File: config.mk
export PLATFORM = sky130hd
export DESIGN_NAME = ds_control
export DESIGN_NICKNAME = d
export VERILOG_FILES = /design/src/ds_pkg.sv /design/src/ds_control.sv
export SDC_FILE = /design/constraint.sdc
export NUM_CORES = 1
export LEC_CHECK = 0
export BUFFER_PORTS_ARGS = -buffer_cell sky130_fd_sc_hd__buf_4
export CAP_MARGIN = 10
export CORE_ASPECT_RATIO = 0.9
export CORE_MARGIN = 5
export CORE_UTILIZATION = 25
export DETAILED_ROUTE_END_ITERATION = 7
export GPL_TIMING_DRIVEN = 0
export PLACE_DENSITY = 0.43
export SETUP_SLACK_MARGIN = 0.02
export SYNTH_ARGS = -nofsm -noshare
export SYNTH_HDL_FRONTEND = slang
export SYNTH_SLANG_ARGS = --single-unit
File: constraint.sdc
create_clock -name clk -period 7.85 [get_ports clk]
set_clock_uncertainty 0.2 [all_clocks]
set_input_delay 1.9625 -clock clk [delete_from_list [all_inputs] [get_ports clk]]
set_output_delay 1.9625 -clock clk [all_outputs]
set_load 0.05 [all_outputs]
File: src/ds_pkg.sv
package ds_pkg;

    // three-wire bus timing
    localparam logic [4:0] HALF_BIT_LAST = 5'd24;   // 25 clocks per half bit

    // bit positions inside func_start
    localparam int FUNC_WRITE = 1;
    localparam int FUNC_READ  = 0;

    // command byte fields
    localparam logic [7:0] CMD_ALWAYS_ONE = 8'h80;  // bit 7 set on every command
    localparam logic [7:0] CMD_READ_BIT   = 8'h01;  // bit 0 selects read

    // clock/calendar register indices
    localparam logic [4:0] REG_SECONDS = 5'd0;
    localparam logic [4:0] REG_MINUTES = 5'd1;
    localparam logic [4:0] REG_HOURS   = 5'd2;
    localparam logic [4:0] REG_CONTROL = 5'd7;

    // write-protect flag in the control register
    localparam int WP_BIT = 7;

    // idle time before the next seconds/minutes/hours poll
    localparam logic [15:0] POLL_CYCLES = 16'd4000;

    // command byte: one, clock space, register index, read flag
    function automatic logic [7:0] cmd_byte
    (
        input logic [4:0] reg_idx,
        input logic       rd
    );
        logic [7:0] cmd;
        cmd = CMD_ALWAYS_ONE | {2'b00, reg_idx, 1'b0};
        if (rd)
        begin
            cmd = cmd | CMD_READ_BIT;
        end
        return cmd;
    endfunction

endpackage

File: src/ds_control.sv
module ds_control
(
    input  logic       clk,
    input  logic       rst_n,
    input  logic       req_write,
    input  logic       req_read,
    input  logic [4:0] req_addr,
    input  logic [7:0] req_wdata,
    input  logic       func_done,
    input  logic [7:0] read_data,
    output logic       busy,
    output logic [7:0] req_rdata,
    output logic       rdata_valid,
    output logic [7:0] seconds,
    output logic [7:0] minutes,
    output logic [7:0] hours,
    output logic       time_valid,
    output logic [1:0] func_start,
    output logic [7:0] register_addr,
    output logic [7:0] write_data
);

    typedef enum logic [2:0]
    {
        C_IDLE,
        C_WP_CLEAR,
        C_HOST_WR,
        C_HOST_RD,
        C_POLL_SEC,
        C_POLL_MIN,
        C_POLL_HR
    } ctrl_t;

    ctrl_t       state;
    logic [15:0] idle_count;
    logic        wp_clear;      // chip known to be writable
    logic [4:0]  host_addr;
    logic [7:0]  host_wdata;
    logic [7:0]  sec_buf;
    logic [7:0]  min_buf;
    logic [4:0]  xfer_reg;
    logic        xfer_read;
    logic        poll_due;
    logic        accept;

    assign busy     = (state != C_IDLE);
    assign poll_due = (idle_count == ds_pkg::POLL_CYCLES);
    assign accept   = (state == C_IDLE) && (req_write || req_read);

    // register and direction of the transfer in flight
    always_comb
    begin
        xfer_reg  = host_addr;
        xfer_read = 1'b0;
        case (state)
            C_WP_CLEAR: xfer_reg = ds_pkg::REG_CONTROL;
            C_HOST_RD:  xfer_read = 1'b1;
            C_POLL_SEC:
            begin
                xfer_reg  = ds_pkg::REG_SECONDS;
                xfer_read = 1'b1;
            end
            C_POLL_MIN:
            begin
                xfer_reg  = ds_pkg::REG_MINUTES;
                xfer_read = 1'b1;
            end
            C_POLL_HR:
            begin
                xfer_reg  = ds_pkg::REG_HOURS;
                xfer_read = 1'b1;
            end
            default: xfer_reg = host_addr;
        endcase
    end

    always_comb
    begin
        func_start = 2'b00;
        if (busy && !func_done)     // dropped in the done cycle, engine stays idle
        begin
            if (xfer_read)
            begin
                func_start[ds_pkg::FUNC_READ] = 1'b1;
            end
            else
            begin
                func_start[ds_pkg::FUNC_WRITE] = 1'b1;
            end
        end
    end

    assign register_addr = ds_pkg::cmd_byte(xfer_reg, xfer_read);
    assign write_data    = (state == C_WP_CLEAR) ? 8'h00 : host_wdata;

    always_ff @(posedge clk or negedge rst_n)
    begin
        if (!rst_n)
        begin
            state       <= C_IDLE;
            idle_count  <= 16'd0;
            wp_clear    <= 1'b0;            // chip powers up protected
            rdata_valid <= 1'b0;
            time_valid  <= 1'b0;
        end
        else
        begin
            rdata_valid <= 1'b0;
            time_valid  <= 1'b0;
            case (state)
                C_IDLE:
                begin
                    if (req_write)
                    begin
                        state      <= wp_clear ? C_HOST_WR : C_WP_CLEAR;
                        idle_count <= 16'd0;
                    end
                    else if (req_read)
                    begin
                        state      <= C_HOST_RD;
                        idle_count <= 16'd0;
                    end
                    else if (poll_due)
                    begin
                        state      <= C_POLL_SEC;
                        idle_count <= 16'd0;
                    end
                    else
                    begin
                        idle_count <= idle_count + 16'd1;
                    end
                end

                C_WP_CLEAR:
                begin
                    if (func_done)
                    begin
                        wp_clear <= 1'b1;
                        state    <= C_HOST_WR;
                    end
                end

                C_HOST_WR:
                begin
                    if (func_done)
                    begin
                        if (host_addr == ds_pkg::REG_CONTROL)
                        begin
                            wp_clear <= !host_wdata[ds_pkg::WP_BIT];   // host may re-protect
                        end
                        state <= C_IDLE;
                    end
                end

                C_HOST_RD:
                begin
                    if (func_done)
                    begin
                        rdata_valid <= 1'b1;
                        state       <= C_IDLE;
                    end
                end

                C_POLL_SEC: if (func_done) state <= C_POLL_MIN;
                C_POLL_MIN: if (func_done) state <= C_POLL_HR;

                C_POLL_HR:
                begin
                    if (func_done)
                    begin
                        time_valid <= 1'b1;
                        state      <= C_IDLE;
                    end
                end

                default: state <= C_IDLE;
            endcase
        end
    end

    // request fields and read results
    always_ff @(posedge clk)
    begin
        if (accept)
        begin
            host_addr  <= req_addr;
            host_wdata <= req_wdata;
        end
        if (func_done)
        begin
            case (state)
                C_HOST_RD:  req_rdata <= read_data;
                C_POLL_SEC: sec_buf   <= read_data;
                C_POLL_MIN: min_buf   <= read_data;
                C_POLL_HR:
                begin
                    seconds <= sec_buf;      // all three change in one cycle
                    minutes <= min_buf;
                    hours   <= read_data;
                end
                default: req_rdata <= req_rdata;
            endcase
        end
    end

endmodule

==> impl_metrics.py <==
metrics = {
    "worst_setup_path": {
        "reg2reg_slack_ns": 5.28,
        "startpoint_type": "primary input",
        "ff2ff_path_depth": 5,
        "endpoint_kind": "output pin",
        "worstReg2RegStart": "state[2]$_DFFE_PN0P_",
        "worstPathRequired_ns": 5.69,
        "arrival_ns": 2.65,
        "crit_family": "buffers and inverters",
        "cp_slowest_cell": "buf_4",
        "critPathMaxFanout": 8,
        "r2r-end": "host_wdata[4]$_DFFE_PP_",
        "crit_top_cell": "buf_4",
        "critPathKind": "in -> out",
        "path_cells": "buf_4 -> inv_1 -> and3_1 -> buf_4",
        "crit_buf_inv": 3,
        "cp_slowest_stage_delay_ns": 0.20,
    },
    "clock_network": {
        "cts_buffers": 9,
        "clk_path_buf_depth": 2,
        "cts_root_buf": "clkbuf_16",
        "holdBufCountCts": 0,
        "clk_pin_slew_ns": 0.06,
        "htreeDepth": 3,
        "cts_tree": "yes",
        "cts_num_sinks": 83,
        "clk_latency_ns": 0.33,
        "cts_setup_buffers": 0,
        "post_cts_resized": 0,
    },
    "route": {
        "viasPerCell": 4.373,
        "wl_per_cell_um": 14.66,
        "num_vias": 2195,
        "drtAntennaViolNets": 0,
        "dr.pass1.iters": 4,
        "drc": 0,
        "drtIter0Drc": 152,
        "wl_um": 7357,
    },
    "synthesis": {
        "syn-instance-count": 241,
        "yosysUniqueCellTypes": 40,
        "syn_nets": 269,
        "avgSynthCellArea_sq_um": 13.72,
        "netlist_area_sq_um": 3306,
        "yosysSeqAreaShare": 0.7207,
        "yosys_warnings": 0,
        "ys_ff_latch": 83,
    },
    "placement": {
        "dpl.cell_count": 486,
        "port_buffers": 76,
        "placed_area_sq_um": 4130,
        "place_hpwl_um": 5224,
        "gp_congestion": 0.7256,
    },
    "timing": {
        "setup-tns-final_ns": 0,
        "slew_headroom": 0.2976,
        "worst_slew_pin_slew_ns": 1.050,
        "hold_viol": 0,
        "rsz0062_at_grt": "no",
        "maxSlewViolCount": 0,
        "setup_viol": 0,
        "period_minus_slack_ns": 4.808,
        "timing.final.crit_share": 0.6125,
        "fmax_ghz": 0.2080,
    },
    "pwr": {
        "p_leak_nw": 1.731,
        "pwr_density_cell_nw_per_um2": 350.4,
        "vdd_drop_max_uv": 217.2,
    },
    "cells_and_area": {
        "n_antenna_cell": 0,
        "area_growth_pct": 34.07,
        "multi_input_area_sq_um": 799.5,
        "layout.nets": 361,
        "fillers": 1294,
        "final_layout_size_suffix_gt1_frac": 0.3225,
        "register_area_sq_um": 2382,
        "stdcell_area_sq_um": 4432,
        "utilization": 0.3453,
        "stdcell_count": 502,
    },
    "die": {
        "die_height_um": 119.1,
        "dieWidth_um": 131.2,
        "ios": 79,
        "rows": 39,
        "die-area_sq_um": 15630,
        "coreArea_sq_um": 12830,
        "start_util": 0.2576,
    },
    "worst_hold_path": {
        "hold_path.class": "reg -> reg",
        "hold_end": "seconds[2]$_DFFE_PP_",
        "min_from": "sec_buf[2]$_DFFE_PP_",
        "holdPathStages": 0,
    },
    "flow_run": {
        "drv_cap": 0,
    },
    "grt": {
        "antenna_found_initial": 0,
        "grt_max_degree": 23,
        "track_usage": 0.09601,
        "grt_pass1_vias": 2227,
        "overflow": 0,
        "grt_pass1_wl_um": 11950,
    },
    "run_status": {
        "run_status": "complete, no violations",
    },
}
## routing by layer
| metal | GRT usage | up-vias | routed length (um) |
|---|---|---|---|
| li1 | - | 1067 | - |
| met1 | 0.1193 | 1048 | 3331 |
| met5 | 0 | - | 0 |
| met3 | 0.04005 | 7 | 563 |
| met4 | 0.03506 | 0 | 104 |
| met2 | 0.1501 | 73 | 3357 |
## sequential cells by signal, summed over array words and instances, names as in the netlist
register     cells
host_addr        5
host_wdata       8
hours            8
idle_count      16
min_buf          8
minutes          8
rdata_valid      1
req_rdata        8
sec_buf          8
seconds          8
state            3
time_valid       1
wp_clear         1
## Yosys cell counts, drive strengths merged
| master | number | area share |
|---|---|---|
| a21o | 2 | 0.0045 |
| nor4 | 3 | 0.010 |
| nand4b | 1 | 0.0026 |
| conb | 2 | 0.0023 |
| a41oi | 1 | 0.0026 |
| a32oi | 1 | 0.0026 |
| nor2b | 10 | 0.019 |
| and4 | 3 | 0.0087 |
| nor4b | 2 | 0.0053 |
| o21ai | 16 | 0.024 |
| a21oi | 13 | 0.020 |
| and3 | 3 | 0.0057 |
| nor3b | 2 | 0.0045 |
| nand3 | 7 | 0.011 |
| nand2b | 2 | 0.0038 |
| nor3 | 6 | 0.012 |
| o22ai | 2 | 0.0038 |
| or3 | 5 | 0.0095 |
| nor2 | 8 | 0.0091 |
| a211oi | 1 | 0.0023 |
| inv | 12 | 0.014 |
| a22oi | 1 | 0.0023 |
| nand4 | 4 | 0.0076 |
| xnor2 | 2 | 0.0053 |
| ha | 2 | 0.0076 |
| nand2 | 19 | 0.022 |
| clkbuf | 5 | 0.0057 |
| and2 | 5 | 0.0095 |
| a31oi | 9 | 0.017 |
| buf | 8 | 0.020 |
| dfrtp | 22 | 0.17 |
| edfxtp | 61 | 0.55 |
| nand3b | 1 | 0.0061 |
## cells in the final DEF, fill, tap and decap left out, drive strengths merged, types with 4 or more instances in the layout
| master | count |
|---|---|
| a21oi | 13 |
| a31oi | 9 |
| and2 | 5 |
| buf | 89 |
| clkbuf | 15 |
| dfrtp | 22 |
| edfxtp | 61 |
| inv | 14 |
| nand2 | 19 |
| nand3 | 7 |
| nand4 | 4 |
| nor2 | 8 |
| nor2b | 10 |
| nor3 | 6 |
| o21ai | 16 |
| or3 | 5 |
## worst register-to-register path, stage by stage, from the launching register on
cell and delay, ns:
dfrtp_1 0.37, buf_6 0.14, nor3_4 0.26, inv_2 0.08, clkbuf_1 0.26, nor2_1 0.87
## cell type report
type | count | area share
Clock inverter | 6 | 0.01637
Buffer | 13 | 0.01892
Tap cell | 164 | 0.04630
Clock buffer | 10 | 0.05167
Sequential cell | 83 | 0.5375
Timing Repair Buffer | 81 | 0.1386
Multi-Input combinational cell | 133 | 0.1804
Inverter | 12 | 0.01016
## where the power goes
part	internal [mW]	switching [mW]	total, mW
combinational	0.164	0.401	0.565
clock	0.250	0.174	0.423
sequential	0.539	0.0260	0.565
## cells by family after synthesis
group	Yosys count	synth area share
buf+inv	25	0.03898
xor+xnor	2	0.005300
simple gates	81	0.1461
compound gates	46	0.07911
other cells	2	0.002272
fa+ha+maj	2	0.007569
flops	83	0.7207
## worst max path at each step
stage / start / to / depth (start not counted) / slack [ns]
floorplan: func_done / func_start[1] / 1 / 2.63
global placement: func_done / hours[1]$_DFFE_PP_ / 3 / 1.94
detailed placement: func_done / func_start[0] / 4 / 3.05
CTS: func_done / func_start[0] / 4 / 3.04
global route: func_done / func_start[0] / 4 / 2.99
finish: func_done / func_start[0] / 4 / 3.04
## stage by stage
stage	power (mW)	worst slack (ns)	hold slack, ns
4_1_cts	1.580	3.044	0.2201
5_1_grt	1.632	2.993	0.2220
3_5_place_dp	1.147	3.053	0.2057
6_report	1.553	3.042	0.2192
2_1_floorplan	0.9641	2.628	0.2003
3_3_place_gp	1.140	1.936	0.2030
(Power assumes the default switching activity.)
